`src/hdl/i2c_regs_pkg.sv`:
```
// i2c register target package
package i2c_regs_pkg;

    // 7-bit bus address, byte 0x50 with R/W clear
    localparam logic [6:0] target_addr = 7'h28;

    // equal samples before a line level is accepted
    localparam int debounce_len = 10;

    // number of read/write words
    localparam int word_count = 4;

    typedef logic [7:0] byte_t;
    typedef logic [7:0] reg_ptr_t;
    typedef logic [2:0] host_addr_t;

    // register word, seen whole by the host
    // or as two bytes by the bus
    typedef union packed
    {
        logic [15:0] word;
        struct packed
        {
            byte_t hi;
            byte_t lo;
        } bytes;
    } reg_word_u;

    // first read-only pointer
    localparam reg_ptr_t ro_base = 8'h08;

    // read-only bytes at 0x08..0x0B
    localparam byte_t ro_values [word_count] = '{8'h10, 8'h20, 8'h30, 8'h40};

    // word values after reset
    localparam logic [15:0] word_reset [word_count] = '{16'h8095, 16'h031D, 16'h0000, 16'h0000};

    // returned for pointers past the map
    localparam byte_t bad_read_value = 8'hFF;

    // debounced line state and bus conditions
    typedef struct packed
    {
        logic       scl_rise;
        logic       scl_fall;
        logic       scl_high;
        logic       sda_level;
        logic       start;
        logic       stop;
        logic [1:0] start_count;
    } line_events_t;

    // register access request, 17 bits
    typedef struct packed
    {
        logic     write;
        reg_ptr_t ptr;
        byte_t    wdata;
    } reg_req_t;

endpackage

```
`src/hdl/transaction_ctrl.sv`:
```
// i2c transaction controller
module transaction_ctrl
    import i2c_regs_pkg::*;
(
    input  logic         CLOCK,
    input  logic         RESET,
    input  line_events_t events,
    output logic         start_rx,
    output logic         start_tx,
    output byte_t        tx_byte,
    output logic         nack_mode,
    input  byte_t        rx_byte,
    input  logic         byte_done,
    output logic         req_valid,
    output reg_req_t     req,
    input  logic         req_ack,
    input  byte_t        rd_byte
);

    typedef enum logic [2:0]
    {
        st_idle,
        st_ctrl,
        st_ptr,
        st_data,
        st_read,
        st_wait
    } ctrl_state_t;

    ctrl_state_t state;
    logic        addr_match;
    logic        rd_bit;
    logic        ctrl_bad;

    assign addr_match = (rx_byte[7:1] == target_addr);
    assign rd_bit     = rx_byte[0];
    // read control byte only valid after a repeated start
    assign ctrl_bad   = !addr_match || (rd_bit && (events.start_count != 2'd2));
    // shifter samples this at the fall after bit 0
    assign nack_mode  = (state == st_ctrl) && ctrl_bad;

    always_ff @(posedge CLOCK)
    begin
        if (RESET)
        begin
            state     <= st_idle;
            start_rx  <= 1'b0;
            start_tx  <= 1'b0;
            req_valid <= 1'b0;
            req       <= '0;
        end
        else
        begin
            start_rx <= 1'b0;
            start_tx <= 1'b0;
            if (events.stop)
            begin
                state     <= st_idle;
                req_valid <= 1'b0;
            end
            else if (events.start)
            begin
                // first or repeated start, control byte follows
                state     <= st_ctrl;
                start_rx  <= 1'b1;
                req_valid <= 1'b0;
            end
            else
            begin
                case (state)
                    st_ctrl:
                    begin
                        if (byte_done)
                        begin
                            if (ctrl_bad)
                            begin
                                state <= st_idle;
                            end
                            else if (rd_bit)
                            begin
                                // fetch the byte before sending it
                                req.write <= 1'b0;
                                req_valid <= 1'b1;
                                state     <= st_read;
                            end
                            else
                            begin
                                start_rx <= 1'b1;
                                state    <= st_ptr;
                            end
                        end
                    end
                    st_ptr:
                    begin
                        if (byte_done)
                        begin
                            req.ptr  <= rx_byte;
                            start_rx <= 1'b1;
                            state    <= st_data;
                        end
                    end
                    st_data:
                    begin
                        // data byte, or a repeated start taken above
                        if (byte_done)
                        begin
                            req.write <= 1'b1;
                            req.wdata <= rx_byte;
                            req_valid <= 1'b1;
                        end
                        else if (req_valid && req_ack)
                        begin
                            req_valid <= 1'b0;
                            state     <= st_wait;
                        end
                    end
                    st_read:
                    begin
                        if (req_valid && req_ack)
                        begin
                            req_valid <= 1'b0;
                            tx_byte   <= rd_byte;
                            start_tx  <= 1'b1;
                        end
                        else if (byte_done)
                        begin
                            state <= st_wait;
                        end
                    end
                    default:
                    begin
                        // idle and wait leave only on start or stop
                        state <= state;
                    end
                endcase
            end
        end
    end

endmodule

```
`config.mk`:
```
export PLATFORM = sky130hd
export DESIGN_NAME = transaction_ctrl
export DESIGN_NICKNAME = d
export VERILOG_FILES = /design/src/hdl/i2c_regs_pkg.sv /design/src/hdl/transaction_ctrl.sv
export SDC_FILE = /design/constraint.sdc
export NUM_CORES = 1
export LEC_CHECK = 0
export ABC_AREA = 1
export ABC_CLOCK_PERIOD_IN_PS = 1700
export BUFFER_PORTS_ARGS = -buffer_cell sky130_fd_sc_hd__buf_2
export CAP_MARGIN = 40
export CORE_ASPECT_RATIO = 1.1
export CORE_MARGIN = 3
export CORE_UTILIZATION = 44
export CTS_BUF_LIST = sky130_fd_sc_hd__clkbuf_4
export DETAILED_ROUTE_END_ITERATION = 10
export GPL_ROUTABILITY_DRIVEN = 0
export HOLD_SLACK_MARGIN = 0.03
export PLACE_DENSITY = 0.77
export REMOVE_ABC_BUFFERS = 1
export SLEW_MARGIN = 5
export SYNTH_ARGS = -nofsm -noshare
export SYNTH_HDL_FRONTEND = slang
export SYNTH_SLANG_ARGS = --single-unit
```
`constraint.sdc`:
```
create_clock -name CLOCK -period 1.7 [get_ports CLOCK]
set_input_delay 0.255 -clock CLOCK [delete_from_list [all_inputs] [get_ports CLOCK]]
set_output_delay 0.255 -clock CLOCK [all_outputs]
set_load 0.05 [all_outputs]
```
==> results.txt <==
Outcome: finished, final reports clean
Max rail drop VDD: 0.0007470 V
Multi-input gate area: 540.5 um^2
# IOs: 57
Unrepaired setup endpoints after global routing: no
DRC viols: 0
Vias per Instance: 4.966
Antenna Cells: 0
Met2 Usage GRT: 30.31%
Mapped Avg Cell Area: 7.785 um^2
Req. time, crit path: 1.44 ns
Total CTS buffers: 5
Rows: 20
HP Class: in -> reg
Vias: 1311
Max incr delay on CP: 0.36 ns
Grt total ovfl: 0
Final setup vio count: 0
Fin Clk Skew: 0.01479 ns
Die Span Y: 63.69 um
Most used cell, CP: inv_2
Sequential fraction of the synthesis area: 52.63%
Worst-Margin Slew: 0.2542 ns
Clk buf depth: 2
Sequential Power Share: 53.6%
Share of cells above drive strength 1: 33.33%
Worst-path cell chain: inv_2 -> nand3_2 -> inv_2 -> nand2_1 -> inv_1 -> buf_4
Ys Warns: 0
NetSw: 0.0003215 W
Die footprint: 3722 um^2
Fill cells: 277
DR WL/cell: 12.13 um
Remaining antenna violation count: 0
GR Util met3: 5.533%
FMAX: 0.6281 GHz
Area growth syn-to-layout: 29.70%
Drt pass-1 iters: 4
Largest net degree at the start of global routing: 12
Syn Inst Count: 171
Final Cycle Share: 93.65%
Relative slew slack: 82.99%
Worst skew pair latency: 0.33 ns
Max cap viols: 0
Slew Limit Fails: 0
Post-route cell area: 1727 um^2
Maximum fanout along the worst path: 5
Drt total wl: 3.202 mm
GRT met1 Usage: 20.74%
Number of global-route vias before repair: 1266
Comb power frac: 8.2%
Lkg Pwr: 0.8527 nW
# placed instances: 256
Initial Utilization: 47.08%
Internal power: 0.001104 W
CP max stage cell: dfxtp_2
# H-tree levels: 2
Post-layout minimum cycle time: 1.592 ns
Post-DP Area: 1639 um^2
Area taken by flip-flops and latches: 704.4 um^2
Power Density: 825.8 nW/um^2
Busiest grt layer: met2
Power, Total: 0.001426 W
Crit Path Class: reg -> out
Clock transition at the registers of the reported paths: 0.10 ns
Clock tree root driver cell: clkbuf_4
CP Data Arrival Time: 1.34 ns
Net Sw Frac: 22.55%
Synth unique cells: 22
Clock Power Share: 38.2%
Clk sinks: 31
CTS tree: done
Count of input and output buffers: 52
Initial DRC count: 26
Post-synthesis cell area: 1331 um^2
Setup_tns: 0 ns
Worst setup SP type: flip-flop
Initial antenna violation count: 0
Die width: 58.45 um
CP Capture Type: output pin
First-pass GRT wire length: 5.264 mm
Placed wire-length estimate: 2.500 mm
Synthesized flop and latch total: 31
Count of final hold-check violations: 0
Hold WS: 0.1053 ns
Final Non-Filler Cells: 264
Total GRT Usage: 18.06%
Final nets: 258
Core area: 2828 um^2
worst max-delay path, delay by kind of cell, from the launching register on:
family | cells | cell delay (ns)
DFF | 1 | 0.36
buffers and inverters | 4 | 0.44
and+or+nand+nor | 2 | 0.20
kinds of logic (layout without fill, tap and decap cells):
| group | count (synthesis) | count (layout) | share of synthesized area [%] |
|---|---|---|---|
| simple gates | 86 | 86 | 28.57 |
| compound gates | 30 | 30 | 11.65 |
| buf+inv | 24 | 84 | 7.142 |
| flops | 31 | 31 | 52.63 |
timing repair:
| action | 4_1_cts | 5_1_grt |
|---|---|---|
| setup buffers | 0 | 0 |
| gates resized for setup | 3 | 3 |
| endpoints found under the setup margin | 1 | 1 |
| pin swaps | 0 | 0 |
| hold buffers | 0 | 0 |
state kept, by name (all words and copies together), names as in the netlist:
name       cells
req           17
tx_byte        8
start_tx       1
start_rx       1
req_valid      1
state          3
through the flow:
stage          setup WS [ns]  util (%)
4_1_cts              0.01473     60.84
3_3_place_gp          0.2818     57.96
2_1_floorplan        -0.1833         -
6_report              0.1080     61.06
5_1_grt              0.02120     61.06
3_5_place_dp          0.2567     57.96
routing by layer:
| layer | share of wire, % | vias to the layer above | wire (um) |
|---|---|---|---|
| met5 | 0 | - | 0 |
| met4 | 1.1 | 0 | 36 |
| met3 | 9.7 | 5 | 309 |
| met2 | 47 | 58 | 1511 |
| met1 | 42 | 572 | 1344 |
| li1 | - | 676 | - |
cell usage in the layout (no fill, tap or decap):
master     instances
o31ai_1            1
buf_2             51
nor2_2             2
bufinv_16          1
inv_2              5
nor2_4             1
o211ai_1           1
dfxtp_2            3
nand3b_2           1
buf_4              4
clkinv_2           1
o21ai_0            6
clkinv_1           1
nor3_1             2
inv_1             16
o21ai_1            8
a21oi_1           14
dfxtp_1           20
nand2_2            1
edfxtp_1           8
nand2_1           31
clkbuf_4           5
nand3_2            2
nand3_1           18
nor2_1            27
nand4_1            1
layout make-up:
| class | instances | area share (%) |
|---|---|---|
| sequential | 31 | 40.80 |
| timing repair buffer | 55 | 16.52 |
| inverter | 21 | 4.565 |
| clock inverter | 3 | 2.246 |
| clock buffer | 5 | 2.174 |
| multi-input combinational | 116 | 31.30 |
| tap | 33 | 2.391 |
power groups by stage:
stage / Combinational [W] / Sequential (W) / Clock (W)
after floorplan: 0.0000520 / 0.000788 / 0
after global placement: 0.000112 / 0.000781 / 0
after detailed placement: 0.000115 / 0.000781 / 0
after CTS: 0.000117 / 0.000764 / 0.000563
after global routing: 0.000129 / 0.000765 / 0.000596
final: 0.000117 / 0.000764 / 0.000544
synth_stat cells:
| master | count | area, um^2 |
|---|---|---|
| nand3_1 | 19 | 95.09 |
| edfxtp_1 | 8 | 240.2 |
| o31ai_1 | 1 | 7.510 |
| nand3_2 | 1 | 10.01 |
| o211ai_1 | 1 | 7.510 |
| nand2_1 | 31 | 116.4 |
| nor2_1 | 27 | 101.4 |
| nor2_2 | 2 | 12.51 |
| nor3_1 | 2 | 10.01 |
| a21oi_1 | 14 | 70.07 |
| buf_4 | 1 | 7.510 |
| nand4_1 | 1 | 6.260 |
| buf_2 | 1 | 5.000 |
| dfxtp_1 | 23 | 460.4 |
| clkbuf_1 | 1 | 3.750 |
| o21ai_0 | 6 | 30.03 |
| inv_1 | 17 | 63.81 |
| nand3b_2 | 1 | 11.26 |
| o21ai_1 | 8 | 40.04 |
| nor2_4 | 1 | 11.26 |
| inv_2 | 4 | 15.01 |
| nand2_2 | 1 | 6.260 |
path summary, 6_finish.rpt:
kind              start    endpoint  slack (ns)  cells past startpoint
max            state[1]   nack_mode        0.11                      6
min          rd_byte[7]  tx_byte[7]        0.11                      1
max reg2reg    state[1]      req[2]        0.35                      7
min reg2reg      req[9]      req[9]        0.47                      2
No activity file was read; power rests on OpenSTA's default activity.
