$ cat config.mk
export PLATFORM = sky130hd
export DESIGN_NAME = reg_file
export DESIGN_NICKNAME = d
export VERILOG_FILES = /design/src/hdl/i2c_regs_pkg.sv /design/src/hdl/reg_file.sv
export SDC_FILE = /design/constraint.sdc
export NUM_CORES = 1
export LEC_CHECK = 0
export ABC_AREA = 1
export BUFFER_PORTS_ARGS = -buffer_cell sky130_fd_sc_hd__buf_2
export CAP_MARGIN = 20
export CORE_MARGIN = 3
export CORE_UTILIZATION = 63
export CTS_BUF_LIST = sky130_fd_sc_hd__clkbuf_4 sky130_fd_sc_hd__clkbuf_8 sky130_fd_sc_hd__clkbuf_16
export DETAILED_ROUTE_END_ITERATION = 16
export GPL_TIMING_DRIVEN = 0
export PLACE_DENSITY_LB_ADDON = 0.1
export SYNTH_ARGS = -nofsm -noshare
export SYNTH_HDL_FRONTEND = slang
export SYNTH_SLANG_ARGS = --single-unit
$ cat constraint.sdc
create_clock -name CLOCK -period 3.1 [get_ports CLOCK]
set_clock_uncertainty 0.1 [all_clocks]
set_input_delay 0 -clock CLOCK [delete_from_list [all_inputs] [get_ports CLOCK]]
set_output_delay 0 -clock CLOCK [all_outputs]
set_load 0.03 [all_outputs]
$ cat src/hdl/i2c_regs_pkg.sv
// i2c register target package
package i2c_regs_pkg;

    // 7-bit bus address, byte 0x50 with R/W clear
    localparam logic [6:0] target_addr = 7'h28;

    // equal samples before a line level is accepted
    localparam int debounce_len = 10;

    // number of read/write words
    localparam int word_count = 4;

    typedef logic [7:0] byte_t;
    typedef logic [7:0] reg_ptr_t;
    typedef logic [2:0] host_addr_t;

    // register word, seen whole by the host
    // or as two bytes by the bus
    typedef union packed
    {
        logic [15:0] word;
        struct packed
        {
            byte_t hi;
            byte_t lo;
        } bytes;
    } reg_word_u;

    // first read-only pointer
    localparam reg_ptr_t ro_base = 8'h08;

    // read-only bytes at 0x08..0x0B
    localparam byte_t ro_values [word_count] = '{8'h10, 8'h20, 8'h30, 8'h40};

    // word values after reset
    localparam logic [15:0] word_reset [word_count] = '{16'h8095, 16'h031D, 16'h0000, 16'h0000};

    // returned for pointers past the map
    localparam byte_t bad_read_value = 8'hFF;

    // debounced line state and bus conditions
    typedef struct packed
    {
        logic       scl_rise;
        logic       scl_fall;
        logic       scl_high;
        logic       sda_level;
        logic       start;
        logic       stop;
        logic [1:0] start_count;
    } line_events_t;

    // register access request, 17 bits
    typedef struct packed
    {
        logic     write;
        reg_ptr_t ptr;
        byte_t    wdata;
    } reg_req_t;

endpackage

$ cat src/hdl/reg_file.sv
// register map and host read port
module reg_file
    import i2c_regs_pkg::*;
(
    input  logic        CLOCK,
    input  logic        RESET,
    input  logic        req_valid,
    input  reg_req_t    req,
    output logic        req_ack,
    output byte_t       rd_byte,
    input  logic        rd_en,
    input  host_addr_t  host_addr,
    output logic [15:0] host_data
);

    reg_word_u  words [word_count];
    logic [1:0] word_sel;
    logic       in_rw;
    logic       in_ro;
    byte_t      rd_value;

    // two pointers per word, even is the high byte
    assign word_sel = req.ptr[2:1];
    assign in_rw    = (req.ptr < ro_base);
    assign in_ro    = (req.ptr >= ro_base) && (req.ptr < ro_base + 8'(word_count));

    always_comb
    begin
        if (in_rw)
            rd_value = req.ptr[0] ? words[word_sel].bytes.lo : words[word_sel].bytes.hi;
        else if (in_ro)
            rd_value = ro_values[req.ptr[1:0]];
        else
            rd_value = bad_read_value;
    end

    // access done when ack rises, ack falls after valid drops
    always_ff @(posedge CLOCK)
    begin
        if (RESET)
        begin
            req_ack <= 1'b0;
            for (int i = 0; i < word_count; i++)
                words[i].word <= word_reset[i];
        end
        else if (req_valid && !req_ack)
        begin
            req_ack <= 1'b1;
            rd_byte <= rd_value;
            // read-only and unmapped pointers drop writes
            if (req.write && in_rw)
            begin
                if (req.ptr[0])
                    words[word_sel].bytes.lo <= req.wdata;
                else
                    words[word_sel].bytes.hi <= req.wdata;
            end
        end
        else if (!req_valid)
        begin
            req_ack <= 1'b0;
        end
    end

    // host port holds between reads
    always_ff @(posedge CLOCK)
    begin
        if (RESET)
            host_data <= '0;
        else if (rd_en)
            host_data <= (host_addr < host_addr_t'(word_count)) ? words[host_addr[1:0]].word : '0;
    end

endmodule

==> impl_metrics.yaml <==
final_layout:
  final_layout_size_suffix_gt1_frac: 0.167
  count_of_antenna_diodes_in_the_layout: 0
  area_occupied_by_multi_input_gates_sq_um: 1600
  fin_nets: 573
  layout.area.seq_sq_um: 2500
  post_layout_nonfiller_instances: 628
  filler_cells_inserted: 490
  post-route-util: 0.758
  layout-area-overhead-vs-synth_pct: 13.3
sta:
  report.final.hold_viol_count: 0
  max_clock_freq_mhz: 426
  final.min_clock_period_ps: 2350
  timing.final.crit_share: 0.757
  setup-violations-final: 0
  final_max_slew_viol_count: 0
  setup_total_negative_slack_ps: 0
  max-slew-margin-rel: 0.641
  timing_worst_slew_pin_value_ps: 539
  grt_setup_unrepaired: "false"
critical_path:
  critical_path_start_end_classification: "reg -> reg"
  worst-r2r-cell-count: 7
  start_kind: "flip-flop"
  reg2reg_slack_ps: 750
  reg2reg_from: "req_ack"
  critical_path.reg2reg.endpoint: "words[0][0]"
  critPathCaptureType: "flip-flop"
  cp_data_required_time_ps: 3040
  timing.critical_path.fanout_max: 11
  critPathArrivalTime_ps: 2290
die:
  dieWidth_um: 89.3
  design.die.area_sq_um: 7970
  floorplan.io_pins: 49
  rows: 29
  coreArea_sq_um: 6530
  floorplan.initialDensity: 0.669
  die_h_um: 89.3
yosys:
  synth_common_cells: "sky130_fd_sc_hd__nor2_1, sky130_fd_sc_hd__o21ai_0, sky130_fd_sc_hd__edfxtp_1"
  synthesis.area_sq_um: 4370
  mean_syn_cell_area_sq_um: 9.03
  synthMostInstantiatedCell: "sky130_fd_sc_hd__nor2_1"
  synthesis.nets: 511
  ys.warnings.count: 0
  yosysTopAreaCellShare: 0.495
  yosys.area.top_type: "sky130_fd_sc_hd__edfxtp_1"
  ys_types: 27
  number_of_enable_type_register_cells_in_the_synthesized_netlist: 72
  synth_async_sr_flop_share: 0
  synthesis.instances: 484
  ys_seq_area_frac: 0.572
  largest_cells_by_area_after_synthesis: "sky130_fd_sc_hd__edfxtp_1, sky130_fd_sc_hd__o21ai_0, sky130_fd_sc_hd__dfxtp_1"
  synth_ff_type: "sky130_fd_sc_hd__edfxtp_1"
  ys_seq_elements: 89
job:
  max-cap-violations: 0
clock_tree:
  h_tree_level_count: 3
  clockBufferDepth: 2
  cts_post_setup_buffers_inserted: 0
  clkSinkCount: 89
  clkSlewWorstSetupHoldPaths_ps: 100
  ctsRootBufferMaster: "sky130_fd_sc_hd__clkbuf_8"
  clock_tree_from_tritoncts: "done"
  clock_latency_ps: 380
  tritoncts.num_buffers: 9
global_routing:
  grt_usage: 0.348
  wire_length_of_the_first_global_routing_pass_mm: 19.5
  met3_usage: 0.0710
  first_global_vias: 3574
  grt_max_degree: 17
  global_route.overflow_total: 0
  gr-max-usage-layer: "met2"
  globalRouteMet1Util: 0.445
  grtUsageMet2: 0.570
  grt_antenna_before_repair: 0
placed_design:
  place.detailed.hpwl_mm: 9.28
  routability_congestion_estimate: 0.975
  place.detailed.instances: 606
  io_buffers: 45
pwr:
  worst_ir_drop_vdd_uv: 368
  fin_total_pwr_mw: 2.45
  power_density_nw_per_um2: 494
  total_leakage_power_nw: 1.97
hold_path:
  worstHoldPathType: "in -> reg"
  hp-start: "req[8]"
  whs_path_depth: 4
  min_to: "rd_byte[6]"
route:
  drt.antenna.violating_nets: 0
  routed_via_density: 6.26
  initialDrtViolationCount: 519
  routed_wl_mm: 13.2
  wl_per_cell_um: 21.0
  route.detailed.drc: 0
  routed-via-count: 3932
  firstDrtPassIters: 5
status:
  run_status: "finished clean"
[worst max-delay path, cell delays in order, from the launching register on]
cell and delay, ps:
sky130_fd_sc_hd__dfxtp_1 320, sky130_fd_sc_hd__inv_1 50, sky130_fd_sc_hd__nand2_1 140, sky130_fd_sc_hd__nor2_4 350, sky130_fd_sc_hd__nand4_2 260, sky130_fd_sc_hd__nor2_4 260
sky130_fd_sc_hd__nand2_1 190, sky130_fd_sc_hd__nand2_1 340
[state kept, by name, summed over array words and instances (netlist names)]
register and cells:
words 64, host_data 16, rd_byte 8, req_ack 1
[layout make-up]
class | instances | area share
Buffer | 26 | 0.0268
Clock buffer | 9 | 0.0250
Clock inverter | 7 | 0.0152
Inverter | 37 | 0.0280
Multi-Input combinational cell | 332 | 0.323
Sequential cell | 89 | 0.505
Tap cell | 77 | 0.0195
Timing Repair Buffer | 51 | 0.0576
[cell usage in the layout (no fill, tap or decap)]
| cell | count |
|---|---|
| sky130_fd_sc_hd__nand2_2 | 5 |
| sky130_fd_sc_hd__nor2_4 | 2 |
| sky130_fd_sc_hd__nand4_2 | 1 |
| sky130_fd_sc_hd__buf_4 | 2 |
| sky130_fd_sc_hd__nor2_2 | 4 |
| sky130_fd_sc_hd__o21ai_0 | 78 |
| sky130_fd_sc_hd__clkinvlp_4 | 1 |
| sky130_fd_sc_hd__edfxtp_1 | 72 |
| sky130_fd_sc_hd__a21oi_1 | 49 |
| sky130_fd_sc_hd__clkbuf_1 | 11 |
| sky130_fd_sc_hd__nor2_8 | 1 |
| sky130_fd_sc_hd__inv_6 | 3 |
| sky130_fd_sc_hd__inv_4 | 1 |
| sky130_fd_sc_hd__clkinv_2 | 1 |
| sky130_fd_sc_hd__bufinv_16 | 1 |
| sky130_fd_sc_hd__inv_1 | 33 |
| sky130_fd_sc_hd__nand2_1 | 61 |
| sky130_fd_sc_hd__o211ai_1 | 8 |
| sky130_fd_sc_hd__clkbuf_8 | 9 |
| sky130_fd_sc_hd__buf_6 | 2 |
| sky130_fd_sc_hd__clkinv_1 | 2 |
| sky130_fd_sc_hd__buf_1 | 1 |
| sky130_fd_sc_hd__ha_1 | 3 |
| sky130_fd_sc_hd__nor2_1 | 82 |
| sky130_fd_sc_hd__dlygate4sd3_1 | 6 |
| sky130_fd_sc_hd__inv_2 | 2 |
| sky130_fd_sc_hd__nand2_4 | 1 |
| sky130_fd_sc_hd__and3_1 | 1 |
| sky130_fd_sc_hd__nand4_4 | 1 |
| sky130_fd_sc_hd__buf_2 | 55 |
| sky130_fd_sc_hd__o21a_1 | 1 |
| sky130_fd_sc_hd__nand3_1 | 30 |
| sky130_fd_sc_hd__o21ai_1 | 4 |
| sky130_fd_sc_hd__dfxtp_1 | 17 |
[per-layer routing]
| metal | share of wire | vias up |
|---|---|---|
| met5 | 0 | - |
| met4 | 0.039 | 0 |
| met3 | 0.11 | 35 |
| met2 | 0.48 | 270 |
| met1 | 0.37 | 1835 |
| li1 | - | 1792 |
[kinds of logic after synthesis]
logic type / Yosys count / synth area share
AND/OR/NAND/NOR: 189 / 0.191
AO/OA/AOI/OAI: 140 / 0.165
flip-flops: 89 / 0.572
buffers and inverters: 63 / 0.0621
adder cells (fa/ha/maj): 3 / 0.00859
[report_power, final]
part           total (mW)  internal [mW]  switching, mW
Sequential           1.34           1.32         0.0163
Combinational       0.281         0.0790          0.202
Clock               0.826          0.380          0.446
[metrics by stage]
step / worst slack [ps] / area [sq um] / hold WS, ps
after floorplan: 1130 / 4370 / 6.97
after global placement: 887 / 4690 / 120
after detailed placement: 814 / 4690 / 127
after CTS: 792 / 4950 / 8.24
after global routing: 667 / 4950 / 37.9
final: 752 / 4950 / 3.63
[timing repair]
item / CTS / global route
resized for setup: 0 / 0
endpoints found under the hold margin: 19 / 0
hold buffers: 6 / 0
[worst max-delay path by stage]
stage,startpoint,to,slack [ps],cells past startpoint
finish,req_ack,words[0][0],750,7
global route,req_ack,words[0][4],670,7
CTS,req_ack,words[0][0],790,7
detailed placement,req_ack,words[0][0],810,7
global placement,req_ack,words[0][4],890,7
floorplan,req_ack,words[0][0],1130,7
Power figures use the tool's default switching activity.
