File: src/hdl/i2c_regs_pkg.sv
// i2c register target package
package i2c_regs_pkg;

    // 7-bit bus address, byte 0x50 with R/W clear
    localparam logic [6:0] target_addr = 7'h28;

    // equal samples before a line level is accepted
    localparam int debounce_len = 10;

    // number of read/write words
    localparam int word_count = 4;

    typedef logic [7:0] byte_t;
    typedef logic [7:0] reg_ptr_t;
    typedef logic [2:0] host_addr_t;

    // register word, seen whole by the host
    // or as two bytes by the bus
    typedef union packed
    {
        logic [15:0] word;
        struct packed
        {
            byte_t hi;
            byte_t lo;
        } bytes;
    } reg_word_u;

    // first read-only pointer
    localparam reg_ptr_t ro_base = 8'h08;

    // read-only bytes at 0x08..0x0B
    localparam byte_t ro_values [word_count] = '{8'h10, 8'h20, 8'h30, 8'h40};

    // word values after reset
    localparam logic [15:0] word_reset [word_count] = '{16'h8095, 16'h031D, 16'h0000, 16'h0000};

    // returned for pointers past the map
    localparam byte_t bad_read_value = 8'hFF;

    // debounced line state and bus conditions
    typedef struct packed
    {
        logic       scl_rise;
        logic       scl_fall;
        logic       scl_high;
        logic       sda_level;
        logic       start;
        logic       stop;
        logic [1:0] start_count;
    } line_events_t;

    // register access request, 17 bits
    typedef struct packed
    {
        logic     write;
        reg_ptr_t ptr;
        byte_t    wdata;
    } reg_req_t;

endpackage

File: src/hdl/bus_sampler.sv
// scl and sda line sampler
module bus_sampler
    import i2c_regs_pkg::*;
(
    input  logic         CLOCK,
    input  logic         RESET,
    input  logic         scl,
    input  logic         sda_in,
    output line_events_t events
);

    // older samples, the live input makes the last one
    logic [debounce_len-2:0] scl_pipe;
    logic [debounce_len-2:0] sda_pipe;
    logic                    scl_deb;
    logic                    scl_d;
    logic                    sda_deb;
    logic                    sda_d;
    logic                    scl_high;
    logic                    sda_rise;
    logic                    sda_fall;
    logic                    start_q;
    logic                    stop_q;
    logic [1:0]              start_cnt;

    // scl stable high over two samples
    assign scl_high = scl_deb & scl_d;
    assign sda_rise = sda_deb & ~sda_d;
    assign sda_fall = ~sda_deb & sda_d;

    always_ff @(posedge CLOCK)
    begin
        if (RESET)
        begin
            // idle bus is high on both lines
            scl_pipe  <= '1;
            sda_pipe  <= '1;
            scl_deb   <= 1'b1;
            scl_d     <= 1'b1;
            sda_deb   <= 1'b1;
            sda_d     <= 1'b1;
            start_q   <= 1'b0;
            stop_q    <= 1'b0;
            start_cnt <= 2'd0;
        end
        else
        begin
            scl_pipe <= {scl_pipe[debounce_len-3:0], scl};
            sda_pipe <= {sda_pipe[debounce_len-3:0], sda_in};
            // level taken only when every sample agrees
            if (&{scl_pipe, scl})
                scl_deb <= 1'b1;
            else if (~|{scl_pipe, scl})
                scl_deb <= 1'b0;
            if (&{sda_pipe, sda_in})
                sda_deb <= 1'b1;
            else if (~|{sda_pipe, sda_in})
                sda_deb <= 1'b0;
            scl_d <= scl_deb;
            sda_d <= sda_deb;
            // start is sda falling with scl high
            start_q <= scl_high & sda_fall;
            // stop is sda rising with scl high
            stop_q  <= scl_high & sda_rise;
            // second start before a stop marks a repeated start
            if (scl_high & sda_rise)
                start_cnt <= 2'd0;
            else if ((scl_high & sda_fall) && (start_cnt != 2'd2))
                start_cnt <= start_cnt + 2'd1;
        end
    end

    always_comb
    begin
        events.scl_rise    = scl_deb & ~scl_d;
        events.scl_fall    = ~scl_deb & scl_d;
        events.scl_high    = scl_high;
        events.sda_level   = sda_deb;
        events.start       = start_q;
        events.stop        = stop_q;
        events.start_count = start_cnt;
    end

endmodule

File: config.mk
export PLATFORM = sky130hd
export DESIGN_NAME = bus_sampler
export DESIGN_NICKNAME = d
export VERILOG_FILES = /design/src/hdl/i2c_regs_pkg.sv /design/src/hdl/bus_sampler.sv
export SDC_FILE = /design/constraint.sdc
export NUM_CORES = 1
export LEC_CHECK = 0
export CAP_MARGIN = 20
export CORE_UTILIZATION = 40
export CTS_CLUSTER_DIAMETER = 120
export DETAILED_ROUTE_END_ITERATION = 16
export DONT_BUFFER_PORTS = 1
export HOLD_SLACK_MARGIN = 0.03
export PLACE_DENSITY = 0.64
export SYNTH_ARGS = -nofsm -noshare
export SYNTH_HDL_FRONTEND = slang
export SYNTH_SLANG_ARGS = --single-unit
File: constraint.sdc
create_clock -name CLOCK -period 2.03 [get_ports CLOCK]
set_clock_uncertainty 0.15 [all_clocks]
set_input_delay 0.1015 -clock CLOCK [delete_from_list [all_inputs] [get_ports CLOCK]]
set_output_delay 0.1015 -clock CLOCK [all_outputs]
set_load 0.02 [all_outputs]
==> run_results.csv, run 1 <==
group,metric,value,unit
outcome,status,"completed",
critical_path,path_max_fanout,4,
critical_path,startpoint_type,"register",
critical_path,crit_chain,"inv_1 -> ha_1 -> or4_1 -> a21oi_1",
critical_path,cpPeakStageDelay,0.51,ns
clock_tree,cts_setup_buffers,0,
timing,finalCritPeriodShare,0.837,
clock_tree,htreeDepth,1,
cells_and_area,final.fill_count,200,
cells_and_area,final_cell_mix,"26 x dfxtp_1, 20 x or2_2, 4 x nor4_1, 4 x nand4_1, 4 x nor3_1",
timing,finalMaxSlewViolations,0,
route,vias_per_cell,4.97,
route,drc,0,
route,met3_length,88,um
critical_path,slowest_stage,"or4_1",
route,ant_nets,0,
grt,antenna_found_initial,0,
critical_path,required,2.13,ns
power,ir_worst_vdd,0.000469,V
floorplan,core_area,2040,sq um
timing,max_slew_margin,0.583,
grt,grt_pass1_vias,514,
synth,syn-cell-area,896,sq um
floorplan,num_rows,16,
timing,tightest_slew,0.623,ns
synth,synth_warnings,0,
synth,synth.ff_latch_count,26,
min_path,hp-class,"in -> reg",
critical_path,worstRegToRegCells,4,
critical_path,cp-end-kind,"register",
place,place.gp.congestion,0.711,
grt,overflow,0,
timing,final-setup-viol-count,0,
route,wirelength,1.24,mm
grt,grt_usage,0.120,
critical_path,cp-startpoint,"start_cnt[0]",
clock_tree,clockRootBuffer,"clkbuf_4",
floorplan,die_area,2430,sq um
flow_run,maxCapViolCount,0,
timing,hold_viol_final,0,
floorplan,die_x,49.3,um
synth,syn_inst,87,
timing,tns,0,ns
synth,synth.avg_cell_area,10.3,sq um
critical_path,worstPathArrival,1.80,ns
cells_and_area,n_antenna_cell,0,
timing,period_minus_slack,1.70,ns
timing,fmax,589,MHz
power,p_leak,0.346,nW
floorplan,fp.dieH,49.3,um
place,port_buffers,0,
cells_and_area,nets,94,
place,pre_cts_ws,0.338,ns
route,highest_layer,"met4",
clock_tree,numCtsBuffers,3,
critical_path,crit_end,"start_cnt[0]",
floorplan,io-pin-count,12,
route,drt_iter0_drc,8,
critical_path,ff2ff_setup_slack,0.33,ns
route,dr.pass1.iters,4,
power,power_density,826,nW/um^2
synth,syn_nets,92,
route,detail_route.wl_per_cell,10.8,um
cells_and_area,area_delta_synth_final,6.98,%
route,wl_met1,608,um
clock_tree,cts_resized,0,
clock_tree,cts.sinks,26,
floorplan,initial_utilization,0.439,
clock_tree,clk_pin_slew_worst_paths,0.13,ns
cells_and_area,drive_gt1_frac,0.284,
place,hpwl,857,um
clock_tree,cts_max_path_buffers,2,
critical_path,r2r-start,"start_cnt[0]",
grt,grt_max_degree,26,
route,wl_met2,528,um
cells_and_area,multi_input_area,330,sq um
clock_tree,cts_tree,"yes",
route,num_vias,571,
timing,rsz0062_at_grt,"false",
grt,grt_pass1_wl,2.18,mm
synth,ys_seq_area_frac,0.581,
critical_path,critPathKind,"reg -> reg",
critical_path,r2r_end,"start_cnt[0]",
cells_and_area,layout_commonest_cell,"dfxtp_1",
clock_tree,clock_latency,0.31,ns
cells_and_area,regArea,520,sq um
timing,fin_ws,0.332,ns
clock_tree,cts_hold_buf,3,
synth,netlist-cell-type-count,21,
==> registers in the layout (all words and copies together) (netlist names) <==
name and cells:
start_cnt 2, start_q 1, sda_d 1, scl_deb 1, scl_d 1, sda_pipe 9
scl_pipe 9, sda_deb 1, stop_q 1
==> stage by stage <==
stage	cells	instance area, sq um	total power (W)	utilization	hold slack (ns)
CTS	115	958	0.000807	0.469	0.323
global route	115	958	0.000832	0.469	0.335
finish	115	958	0.000791	0.469	0.332
detailed placement	108	892	0.000543	0.437	0.0370
floorplan	87	896	0.000544	-	0.0553
global placement	108	892	0.000543	0.437	0.0365
==> Yosys cell counts <==
library cell  number  area [sq um]
a211o_1            2          17.5
a21oi_1            2          10.0
and2b_1            1          7.51
buf_4              4          30.0
clkbuf_1           2          7.51
dfxtp_1           26           521
ha_1               1          12.5
inv_1              2          7.51
nand2_1            2          7.51
nand2_2            1          6.26
nand2b_1           2          12.5
nand3_1            2          10.0
nand4_1            4          25.0
nor2_1             2          7.51
nor2b_1            1          6.26
nor3_1             4          20.0
nor4_1             4          25.0
o21bai_1           1          7.51
o31ai_1            2          15.0
or2_2             20           125
or4_1              2          15.0
==> worst min-delay path by stage <==
| stage | start | to | slack, ns | cells after the start |
|---|---|---|---|---|
| 3_3_place_gp | RESET | start_q | 0.04 | 1 |
| 5_1_grt | sda_in | sda_pipe[0] | 0.34 | 2 |
| 3_5_place_dp | RESET | start_q | 0.04 | 1 |
| 4_1_cts | sda_in | sda_pipe[0] | 0.32 | 2 |
| 6_report | sda_in | sda_pipe[0] | 0.33 | 2 |
| 2_1_floorplan | RESET | scl_pipe[0] | 0.06 | 1 |
==> worst max-delay path, delay by kind of cell (launching register included) <==
kind	cells	cell delay, ns
simple gates	1	0.51
flops	1	0.50
fa+ha+maj	1	0.24
compound gates	1	0.16
buf+inv	1	0.08
==> cell type report <==
cell class / instances / area share
multi-input combinational: 53 / 0.345
sequential: 26 / 0.543
timing repair buffer: 3 / 0.0313
clock buffer: 4 / 0.0379
tap: 27 / 0.0352
inverter: 2 / 0.00783
==> layer usage <==
metal | up-vias | GRT usage
li1 | 295 | -
met1 | 262 | 0.144
met2 | 12 | 0.174
met3 | 2 | 0.0717
met4 | 0 | 0.0441
met5 | - | 0
==> power breakdown <==
group          leakage (nW)  switching (W)   total, W  internal (W)
logic                 0.114      0.0000104  0.0000213     0.0000108
clock network        0.0210       0.000140   0.000249      0.000110
registers             0.211     0.00000431   0.000521      0.000517
==> cells by family (layout without fill, tap and decap cells) <==
kind of cell             after synthesis  count (layout)  share of synthesized area
AO/OA/AOI/OAI                          7               7                     0.0559
adder cells (fa/ha/maj)                1               1                     0.0140
buffers and inverters                  8               9                     0.0503
flip-flops                            26              26                      0.581
AND/OR/NAND/NOR                       45              45                      0.299
(Power assumes the default switching activity.)
==> run 2, diff against run 1 <==
- PLACE_DENSITY: 0.64 -> 0.66
- clock period: 2.03 -> 1.53 ns (I/O delays scaled with it)
==> run 2 against run 1 <==
Maximum frequency up 14%. Sequential power up 32%. Largest cell class unchanged. Cell count up 2.6%. Via count up 4.4%. Utilization up 1.7 points. Non-clock buffer count up 3. Routed wire length up 8.2%. Sequential cell count unchanged. Critical endpoint is now start_cnt[1]. Clock-buffer cell count unchanged. Final area up 3.5%. Combinational power up 35%. Global-route usage up 0.61 points.
==> run_results.csv, run 2 (synthesis gave the netlist of run 1 again) <==
group,metric,value,unit
cells_and_area,final_cell_mix,"24 x dfxtp_1, 20 x or2_2, 4 x nor4_1, 4 x nand4_1, 4 x nor3_1",
timing,fin_ws,0.0429,ns
clock_tree,cts.sinks,26,
critical_path,required,1.64,ns
cells_and_area,final_util,0.486,
grt,overflow,0,
timing,hold_viol_final,0,
critical_path,slowest_stage,"or4_1",
floorplan,num_rows,16,
route,num_vias,596,
timing,rsz0062_at_grt,"false",
grt,grt_usage,0.126,
timing,tns,0,ns
clock_tree,htreeDepth,1,
clock_tree,numCtsBuffers,3,
critical_path,worstPathArrival,1.59,ns
route,vias_per_cell,5.05,
grt,grt_pass1_wl,2.33,mm
floorplan,die_area,2430,sq um
critical_path,path_buf_inv,1,
grt,grt_max_degree,26,
timing,finalMaxSlewViolations,0,
floorplan,initial_utilization,0.439,
grt,grt_pass1_vias,562,
place,hpwl,893,um
flow_run,maxCapViolCount,0,
cells_and_area,multi_input_area,337,sq um
route,dr.pass1.iters,4,
timing,period_minus_slack,1.49,ns
clock_tree,clockRootBuffer,"clkbuf_4",
place,place.gp.congestion,0.705,
clock_tree,clock_latency,0.31,ns
clock_tree,clk_pin_slew_worst_paths,0.14,ns
floorplan,io-pin-count,12,
cells_and_area,drive_gt1_frac,0.352,
place,pre_cts_ws,0.0241,ns
critical_path,startpoint_type,"register",
route,drt_iter0_drc,10,
cells_and_area,nets,97,
timing,finalCritPeriodShare,0.972,
route,ant_nets,0,
cells_and_area,n_antenna_cell,0,
clock_tree,cts_tree,"yes",
critical_path,cpPeakStageDelay,0.48,ns
route,drc,0,
grt,antenna_found_initial,0,
cells_and_area,final_cell_area,992,sq um
power,ir_worst_vdd,0.000552,V
timing,tightest_slew,0.643,ns
timing,final-setup-viol-count,0,
critical_path,path_max_fanout,2,
cells_and_area,layout_commonest_cell,"dfxtp_1",
outcome,status,"completed",
clock_tree,cts_max_path_buffers,2,
route,wirelength,1.34,mm
critical_path,cp-end-kind,"register",
power,power_density,1060,nW/um^2
min_path,hp-class,"in -> reg",
floorplan,die_x,49.3,um
floorplan,core_area,2040,sq um
cells_and_area,reg_top3,"scl_pipe x9, sda_pipe x9, start_cnt x2",
route,detail_route.wl_per_cell,11.4,um
power,p_leak,0.362,nW
critical_path,crit_chain,"inv_1 -> ha_2 -> or4_1 -> a21oi_2",
critical_path,path_delay_family,"simple AND/OR/NAND/NOR gates",
place,place_area,920,sq um
cells_and_area,regArea,526,sq um
floorplan,fp.dieH,49.3,um
critical_path,critPathKind,"reg -> reg",
timing,max_slew_margin,0.570,
cells_and_area,final.fill_count,209,
timing,fmax,672,MHz
place,port_buffers,0,
cells_and_area,area_delta_synth_final,10.8,%
==> run 2: cell count changes in the layout (fill, tap and decap cells not counted), sizes merged <==
cell / change
buf: +3
==> run 2: repair_timing <==
item | CTS | global route
resized for setup | 0 | 2
pin swaps | 2 | 1
setup buffers | 0 | 0
hold buffers | 3 | 0
hold endpoints to repair | 26 | 0
endpoints found under the setup margin | 1 | 2
==> run 2: path summary, 6_finish.rpt <==
check             slack [ns]          from            to  cells past startpoint
setup / recovery        0.04  start_cnt[0]  start_cnt[1]                      4
hold / removal          0.32        sda_in   sda_pipe[0]                      2
setup reg to reg        0.04  start_cnt[0]  start_cnt[1]                      4
hold reg to reg         0.34   sda_pipe[7]   sda_pipe[8]                      1
==> run 2: cell type report <==
| class | count | area share |
|---|---|---|
| clock buffers | 4 | 0.0366 |
| inverters | 2 | 0.00757 |
| multi-input cells | 53 | 0.339 |
| flip-flops and latches | 26 | 0.530 |
| well taps | 27 | 0.0340 |
| repair buffers | 6 | 0.0530 |
==> run 2: per-stage QoR <==
stage / hold slack (ns) / power [W] / cells
4_1_cts: 0.308 / 0.00107 / 118
3_3_place_gp: 0.0106 / 0.000718 / 111
6_report: 0.320 / 0.00106 / 118
5_1_grt: 0.320 / 0.00110 / 118
3_5_place_dp: 0.0124 / 0.000719 / 111
2_1_floorplan: 0.0303 / 0.000720 / 87
==> run 2: per-layer routing <==
layer / wire (um) / global-route usage / up-vias
li1: - / - / 305
met1: 668 / 0.154 / 276
met2: 594 / 0.194 / 13
met3: 65 / 0.0467 / 2
met4: 12 / 0.0588 / 0
met5: 0 / 0 / -
==> run 2: power by group <==
group | switching, W | internal [W]
clock | 0.000192 | 0.000145
combinational | 0.0000143 | 0.0000144
sequential | 0.00000577 | 0.000684
==> run 2: worst reg2reg max path: stages (launching register included) <==
cell and delay (ns):
dfxtp_4 0.36, inv_1 0.05, ha_2 0.25, or4_1 0.48, a21oi_2 0.13
