==> src/hdl/i2c_regs_pkg.sv <==
// i2c register target package
package i2c_regs_pkg;

    // 7-bit bus address, byte 0x50 with R/W clear
    localparam logic [6:0] target_addr = 7'h28;

    // equal samples before a line level is accepted
    localparam int debounce_len = 10;

    // number of read/write words
    localparam int word_count = 4;

    typedef logic [7:0] byte_t;
    typedef logic [7:0] reg_ptr_t;
    typedef logic [2:0] host_addr_t;

    // register word, seen whole by the host
    // or as two bytes by the bus
    typedef union packed
    {
        logic [15:0] word;
        struct packed
        {
            byte_t hi;
            byte_t lo;
        } bytes;
    } reg_word_u;

    // first read-only pointer
    localparam reg_ptr_t ro_base = 8'h08;

    // read-only bytes at 0x08..0x0B
    localparam byte_t ro_values [word_count] = '{8'h10, 8'h20, 8'h30, 8'h40};

    // word values after reset
    localparam logic [15:0] word_reset [word_count] = '{16'h8095, 16'h031D, 16'h0000, 16'h0000};

    // returned for pointers past the map
    localparam byte_t bad_read_value = 8'hFF;

    // debounced line state and bus conditions
    typedef struct packed
    {
        logic       scl_rise;
        logic       scl_fall;
        logic       scl_high;
        logic       sda_level;
        logic       start;
        logic       stop;
        logic [1:0] start_count;
    } line_events_t;

    // register access request, 17 bits
    typedef struct packed
    {
        logic     write;
        reg_ptr_t ptr;
        byte_t    wdata;
    } reg_req_t;

endpackage

==> src/hdl/byte_shifter.sv <==
// i2c byte shift engine
module byte_shifter
    import i2c_regs_pkg::*;
(
    input  logic         CLOCK,
    input  logic         RESET,
    input  line_events_t events,
    input  logic         start_rx,
    input  logic         start_tx,
    input  byte_t        tx_byte,
    input  logic         nack_mode,
    output byte_t        rx_byte,
    output logic         byte_done,
    output logic         sda_pull
);

    typedef enum logic [2:0]
    {
        sh_idle,
        sh_rx,
        sh_ack_wait,
        sh_ack,
        sh_tx
    } sh_state_t;

    sh_state_t  state;
    logic [2:0] bit_cnt;
    // shared shift register for both directions
    byte_t      shreg;

    // received byte stays readable through the ack clock
    assign rx_byte = shreg;

    always_ff @(posedge CLOCK)
    begin
        if (RESET)
        begin
            state     <= sh_idle;
            bit_cnt   <= 3'd0;
            sda_pull  <= 1'b0;
            byte_done <= 1'b0;
        end
        else
        begin
            byte_done <= 1'b0;
            // any start or stop aborts the byte and frees sda
            if (events.start || events.stop)
            begin
                state    <= sh_idle;
                sda_pull <= 1'b0;
            end
            else
            begin
                case (state)
                    sh_idle:
                    begin
                        bit_cnt <= 3'd0;
                        if (start_rx)
                        begin
                            state <= sh_rx;
                        end
                        else if (start_tx)
                        begin
                            // scl is low here, msb goes out at once
                            state    <= sh_tx;
                            shreg    <= tx_byte;
                            sda_pull <= ~tx_byte[7];
                        end
                    end
                    sh_rx:
                    begin
                        // msb first, sampled on scl rise
                        if (events.scl_rise)
                        begin
                            shreg   <= {shreg[6:0], events.sda_level};
                            bit_cnt <= bit_cnt + 3'd1;
                            if (bit_cnt == 3'd7)
                                state <= sh_ack_wait;
                        end
                    end
                    sh_ack_wait:
                    begin
                        // ack driven from the fall after bit 0
                        if (events.scl_fall)
                        begin
                            sda_pull <= ~nack_mode;
                            state    <= sh_ack;
                        end
                    end
                    sh_ack:
                    begin
                        // ack clock over
                        if (events.scl_fall)
                        begin
                            sda_pull  <= 1'b0;
                            byte_done <= 1'b1;
                            state     <= sh_idle;
                        end
                    end
                    sh_tx:
                    begin
                        if (events.scl_fall)
                        begin
                            shreg   <= {shreg[6:0], 1'b0};
                            bit_cnt <= bit_cnt + 3'd1;
                            if (bit_cnt == 3'd7)
                            begin
                                // master ack is not checked
                                sda_pull  <= 1'b0;
                                byte_done <= 1'b1;
                                state     <= sh_idle;
                            end
                            else
                            begin
                                sda_pull <= ~shreg[6];
                            end
                        end
                    end
                    default:
                    begin
                        state <= sh_idle;
                    end
                endcase
            end
        end
    end

endmodule

==> config.mk <==
export PLATFORM = sky130hd
export DESIGN_NAME = byte_shifter
export DESIGN_NICKNAME = d
export VERILOG_FILES = /design/src/hdl/i2c_regs_pkg.sv /design/src/hdl/byte_shifter.sv
export SDC_FILE = /design/constraint.sdc
export NUM_CORES = 1
export LEC_CHECK = 0
export BUFFER_PORTS_ARGS = -buffer_cell sky130_fd_sc_hd__buf_2
export CAP_MARGIN = 20
export CORE_MARGIN = 4
export CORE_UTILIZATION = 44
export CTS_CLUSTER_SIZE = 10
export DETAILED_ROUTE_END_ITERATION = 7
export PLACE_DENSITY = 0.78
export SYNTH_ARGS = -nofsm -noshare
export SYNTH_HDL_FRONTEND = slang
export SYNTH_SLANG_ARGS = --single-unit
==> constraint.sdc <==
create_clock -name CLOCK -period 2 [get_ports CLOCK]
set_input_delay 0.1 -clock CLOCK [delete_from_list [all_inputs] [get_ports CLOCK]]
set_output_delay 0.1 -clock CLOCK [all_outputs]
set_load 0.02 [all_outputs]
==> results of run 1 <==
flip-flops by register name, summed over array words and instances (netlist names):
register,count
sda_pull,1
state,3
rx_byte,8
bit_cnt,3
byte_done,1
worst max-delay path, delay by kind of cell, from the launching register on:
family / cells / cell delay (ns)
and+or+nand+nor: 2 / 0.57
adders and majority gates: 2 / 0.44
AOI/OAI and AO/OA: 2 / 0.35
DFF: 1 / 0.33
per-stage QoR:
step / std cells / hold slack (ns)
6_report: 145 / 0.0680
5_1_grt: 145 / 0.0552
4_1_cts: 145 / 0.0570
3_5_place_dp: 142 / 0.365
3_3_place_gp: 142 / 0.353
2_1_floorplan: 88 / 0.169
power by group through the flow:
stage / Clock (mW) / Combinational, mW / Sequential (mW)
2_1_floorplan: 0 / 0.0463 / 0.362
3_3_place_gp: 0 / 0.0791 / 0.359
3_5_place_dp: 0 / 0.0813 / 0.359
4_1_cts: 0.171 / 0.0815 / 0.352
5_1_grt: 0.196 / 0.0897 / 0.352
6_report: 0.163 / 0.0806 / 0.352
final cells by class:
cell class	count	area, um^2	share of cell area [%]
Multi-Input combinational cell	63	472	42.3
Sequential cell	16	400	35.9
Clock buffer	3	22.5	2.02
Inverter	4	15.0	1.35
Tap cell	27	33.8	3.03
Timing Repair Buffer	32	173	15.5
kinds of logic after synthesis:
group                      synth area share [%]
xor gates and xnor gates                  0.964
and+or+nand+nor                            20.8
adders and majority gates                  2.75
AOI/OAI and AO/OA                          16.0
muxes                                      10.9
buffers and inverters                      4.54
DFF                                        44.1
metal layers:
| metal | vias up | GRT usage, % |
|---|---|---|
| met3 | 2 | 2.82 |
| li1 | 391 | - |
| met5 | - | 0 |
| met4 | 0 | 8.09 |
| met1 | 348 | 16.6 |
| met2 | 29 | 20.8 |
final timing paths:
kind	startpoint	endpoint	slack, ns	depth (start not counted)
worst max-delay path	bit_cnt[0]	sda_pull	0.23	6
worst min-delay path	RESET	bit_cnt[2]	0.07	2
worst max register to register	bit_cnt[0]	sda_pull	0.23	6
worst min register to register	sda_pull	sda_pull	0.46	2
synth_stat cells, types with 2 or more instances:
library cell / count / area (um^2)
dfxtp_1: 8 / 160
edfxtp_1: 8 / 240
a21oi_1: 7 / 35.0
mux2_2: 7 / 78.8
nor2_1: 5 / 18.8
nor3_1: 5 / 25.0
inv_1: 4 / 15.0
nand2_1: 4 / 15.0
buf_2: 3 / 15.0
nand3_1: 3 / 15.0
nor2b_1: 3 / 18.8
a211oi_1: 2 / 15.0
a32oi_1: 2 / 17.5
ha_1: 2 / 25.0
mux2i_1: 2 / 20.0
nand2b_1: 2 / 12.5
nor3b_1: 2 / 15.0
o21ai_0: 2 / 10.0
or3_1: 2 / 12.5
==> flow_summary_export.csv, run 1 <==
group,metric,value,unit
status,outcome,"completed",
pwr,p_comb_share,13.5,%
yosys,yosysWarnings,0,
finish,stdcell_area,1120,um^2
flow_run,drv_cap,0,
yosys,synthesis.nets,111,
cts,cts_resized,0,
timing,fin_ws,0.226,ns
pwr,power,0.596,mW
cts,cts.htree.levels,1,
pwr,peakVddDrop,0.325,mV
worst_setup_path,critPathCaptureType,"register",
timing,maxSlewHeadroom,71.7,%
floorplanning,rows,16,
floorplanning,die_area,2860,um^2
worst_setup_path,cp_max_fo,6,
global_routing,grt_max_degree,15,
timing,period_needed,1.77,ns
pwr,switching_share,22.8,%
global_routing,grt_pass1_vias,653,
yosys,ys_seq_area_share,44.1,%
timing,setup_tns,0,ns
yosys,synth_edf_count,8,
timing,final-setup-viol-count,0,
pwr,p_leak,0.436,nW
cts,clock_path_buffers,2,
detailed_routing,m1WireLength,804,um
detailed_routing,highest-signal-layer,"met4",
worst_setup_path,max_stage_delay,0.52,ns
floorplanning,die_w,53.4,um
cts,clk_pin_slew,0.09,ns
worst_setup_path,critPathMostFrequentCell,"ha_1",
timing,finClkSkew,0.00758,ns
worst_setup_path,cp_data_required_time,2.20,ns
timing,hold_viol,0,
yosys,synth_cell_type_count,34,
worst_setup_path,worstSetupPathType,"register to register",
pwr,pwr-share-clk,27.4,%
worst_setup_path,crit_chain,"ha_1 -> ha_1 -> or4b_1 -> a21oi_1 -> nor3_1 -> a211oi_1",
yosys,synth_cells,88,
yosys,synth_area,908,um^2
yosys,synth_ff_type,"edfxtp_1",
yosys,ys_ff_latch,16,
timing,fmaxAchievable,0.564,GHz
worst_setup_path,worst_setup_path_start_kind,"register",
cts,cts_tree,"done",
hold_path,hold_class,"primary input to register",
cts,cts_root_buffer,"clkbuf_4",
place,globalplace.congestion,0.837,
detailed_routing,wire_per_inst,11.9,um
detailed_routing,postRouteAntennaNets,0,
cts,cts_post_setup_buffers_inserted,0,
detailed_routing,vias,770,
finish,layout_commonest_cell,"buf_2",
worst_setup_path,slowest_stage,"or4b_1",
floorplanning,die_y,53.4,um
worst_setup_path,cp.arrival,1.98,ns
pwr,p_switching,0.136,mW
pwr,power.density,534,nW/um^2
pwr,internal_power,0.460,mW
timing,layout_worst_path_cycle_share,88.7,%
global_routing,antenna_found_initial,0,
timing,tightest_slew,0.423,ns
detailed_routing,vias_per_cell,5.31,
finish,final_cell_mix,"buf_2, dfxtp_1, edfxtp_1, mux2_2, a21oi_1",
cts,cts.sinks,16,
detailed_routing,finalWirelength,1730,um
detailed_routing,met2_length,759,um
finish,finish.utilization,56.9,%
cts,clk-insertion-delay-late,0.28,ns
finish,antennaDiodeCount,0,
yosys,synth-async-reset-ratio,0,%
cts,cts_buffers,3,
finish,nets,143,
cts,postCtsHoldBufs,0,
finish,area_growth,22.9,%
place,hpwl,1370,um
floorplanning,ioPinCount,31,
place,port_buffers,27,
global_routing,grt_pass1_wl,2730,um
detailed_routing,drcViolationCount,0,
floorplanning,core,1960,um^2
finish,fillers,202,
place,place_ws,0.222,ns
pwr,p_seq_share,59.0,%
timing,rsz0062_at_grt,"false",
detailed_routing,route.met3.wl,161,um
floorplanning,start_util,46.3,%
detailed_routing,drt_iter0_drc,16,
detailed_routing,first_pass_iters,4,
place,placed_area,1090,um^2
finish,drive_above_1_share,39.0,%
timing,slew_viol_final,0,
global_routing,grtUsageTotal,13.3,%
global_routing,grt-ovfl-total,0,
yosys,avgSynthCellArea,10.3,um^2
Note: power is estimated with default switching activity, not from simulation.
==> inputs of run 2 (changes only) <==
--- a/config.mk
+++ b/config.mk
@@ -15,3 +15,4 @@
 export SYNTH_ARGS = -nofsm -noshare
 export SYNTH_HDL_FRONTEND = slang
 export SYNTH_SLANG_ARGS = --single-unit
+export TNS_END_PERCENT = 50
==> constraint.sdc (replaced) <==
create_clock -name CLOCK -period 2 [get_ports CLOCK]
set_input_delay 0.2 -clock CLOCK [delete_from_list [all_inputs] [get_ports CLOCK]]
set_output_delay 0.2 -clock CLOCK [all_outputs]
set_load 0.02 [all_outputs]
==> run 2 against run 1 <==
Clock-buffer cell count unchanged. Final area increased by 0.34%. Worst setup slack worse by 0.020 ns. First-iteration DRC count unchanged. Worst hold slack improved by 0.090 ns. Clock power rose by 5%. Sequential cell count unchanged. Critical endpoint unchanged.
==> flow_summary_export.csv, run 2 (synthesized netlist as in run 1, its figures left out) <==
group,metric,value,unit
finish,nets,143,
worst_setup_path,crit_start,"bit_cnt[0]",
timing,finClkSkew,0.00439,ns
timing,setup_tns,0,ns
finish,final_cells,146,
worst_setup_path,worst_setup_path_start_kind,"register",
detailed_routing,vias,779,
pwr,peakVddDrop,0.286,mV
detailed_routing,wire_per_inst,11.7,um
finish,final_cell_mix,"buf_2, dfxtp_1, edfxtp_1, mux2_2, a21oi_1",
finish,largest_reg_flops,8,
worst_setup_path,crit_end,"sda_pull",
cts,cts_resized,0,
timing,hold_viol,0,
timing,maxSlewHeadroom,71.0,%
place,placed_area,1090,um^2
worst_setup_path,worst_r2r_path_depth,6,
pwr,p_leak,0.438,nW
timing,fin_ws,0.206,ns
timing,tightest_slew,0.431,ns
worst_setup_path,rr_endpoint,"sda_pull",
worst_setup_path,max_stage_delay,0.52,ns
timing,hold_ws,0.158,ns
worst_setup_path,cp_data_required_time,2.21,ns
worst_setup_path,slowest_stage,"or4b_1",
global_routing,antenna_found_initial,0,
global_routing,grtUsageTotal,13.0,%
flow_run,drv_cap,0,
floorplanning,die_y,53.4,um
cts,cts_post_setup_buffers_inserted,0,
global_routing,grt-ovfl-total,0,
floorplanning,die_w,53.4,um
status,outcome,"completed",
global_routing,grt_max_degree,15,
worst_setup_path,r2r_start,"bit_cnt[0]",
timing,rsz0062_at_grt,"false",
pwr,power.density,538,nW/um^2
cts,clock_path_buffers,2,
cts,cts.htree.levels,1,
worst_setup_path,cp_max_fo,6,
finish,fillers,192,
detailed_routing,vias_per_cell,5.34,
pwr,power,0.603,mW
floorplanning,ioPinCount,31,
timing,slew_viol_final,0,
global_routing,grt_pass1_wl,2730,um
finish,antennaDiodeCount,0,
detailed_routing,drcViolationCount,0,
timing,fmaxAchievable,0.557,GHz
worst_setup_path,critPathCaptureType,"register",
finish,finish.utilization,57.1,%
place,port_buffers,27,
timing,final-setup-viol-count,0,
worst_setup_path,worstSetupPathType,"register to register",
worst_setup_path,critPathMostFrequentCell,"ha_1",
floorplanning,rows,16,
detailed_routing,first_pass_iters,4,
timing,period_needed,1.79,ns
cts,clk_pin_slew,0.09,ns
worst_setup_path,crit_chain,"ha_1 -> ha_1 -> or4b_1 -> a21oi_1 -> nor3_1 -> a211oi_1",
cts,clk-insertion-delay-late,0.28,ns
cts,cts_root_buffer,"clkbuf_4",
floorplanning,core,1960,um^2
finish,drive_above_1_share,38.7,%
hold_path,min_from,"RESET",
detailed_routing,drt_iter0_drc,16,
global_routing,grt_pass1_vias,653,
place,hpwl,1360,um
timing,layout_worst_path_cycle_share,89.7,%
place,globalplace.congestion,0.838,
detailed_routing,postRouteAntennaNets,0,
worst_setup_path,rrSetupSlack,0.21,ns
hold_path,hold_class,"primary input to register",
finish,stdcell_area,1120,um^2
cts,cts_buffers,3,
finish,area_growth,23.3,%
place,dp.cells,142,
worst_setup_path,cp.arrival,2.00,ns
floorplanning,start_util,46.3,%
cts,cts.sinks,16,
floorplanning,die_area,2860,um^2
finish,layout_commonest_cell,"buf_2",
cts,cts_tree,"done",
detailed_routing,finalWirelength,1710,um
place,place_ws,0.215,ns
cts,postCtsHoldBufs,0,
run 2: cell count changes in the layout (fill, tap and decap cells not counted), sizes merged:
cell and delta:
clkinv +1
run 2: worst max-delay path, delay by kind of cell (launching register included):
family                   cells  cell delay (ns)
AND/OR/NAND/NOR              2             0.57
adder cells (fa/ha/maj)      2             0.45
AO/OA/AOI/OAI                2             0.36
flip-flops                   1             0.34
run 2: cell type report:
type,count,area (um^2),share of cell area [%]
multi-input cells,63,472,42.1
inverters,4,15.0,1.34
well taps,27,33.8,3.02
clock buffers,3,22.5,2.01
repair buffers,32,173,15.4
clock inverters,1,3.75,0.335
flip-flops and latches,16,400,35.8
run 2: worst min path at each step:
stage	to	slack, ns	cells past startpoint
after global routing	bit_cnt[0]	0.17	2
final	bit_cnt[2]	0.16	2
after detailed placement	sda_pull	0.45	2
after CTS	bit_cnt[2]	0.15	2
after global placement	sda_pull	0.45	2
after floorplan	bit_cnt[1]	0.27	1
run 2: where the power goes:
| group | internal, mW | switching, mW | leakage (nW) |
|---|---|---|---|
| Combinational | 0.0411 | 0.0394 | 0.286 |
| Clock | 0.0724 | 0.0982 | 0.0154 |
| Sequential | 0.349 | 0.00280 | 0.137 |
| Total | 0.463 | 0.140 | 0.438 |
run 2: layer usage:
layer / vias to the layer above / part of all wire, % / GRT usage, %
li1: 392 / - / -
met1: 347 / 47 / 17.2
met2: 36 / 43 / 20.4
met3: 4 / 9.1 / 1.97
met4: 0 / 1.2 / 6.38
met5: - / 0 / 0
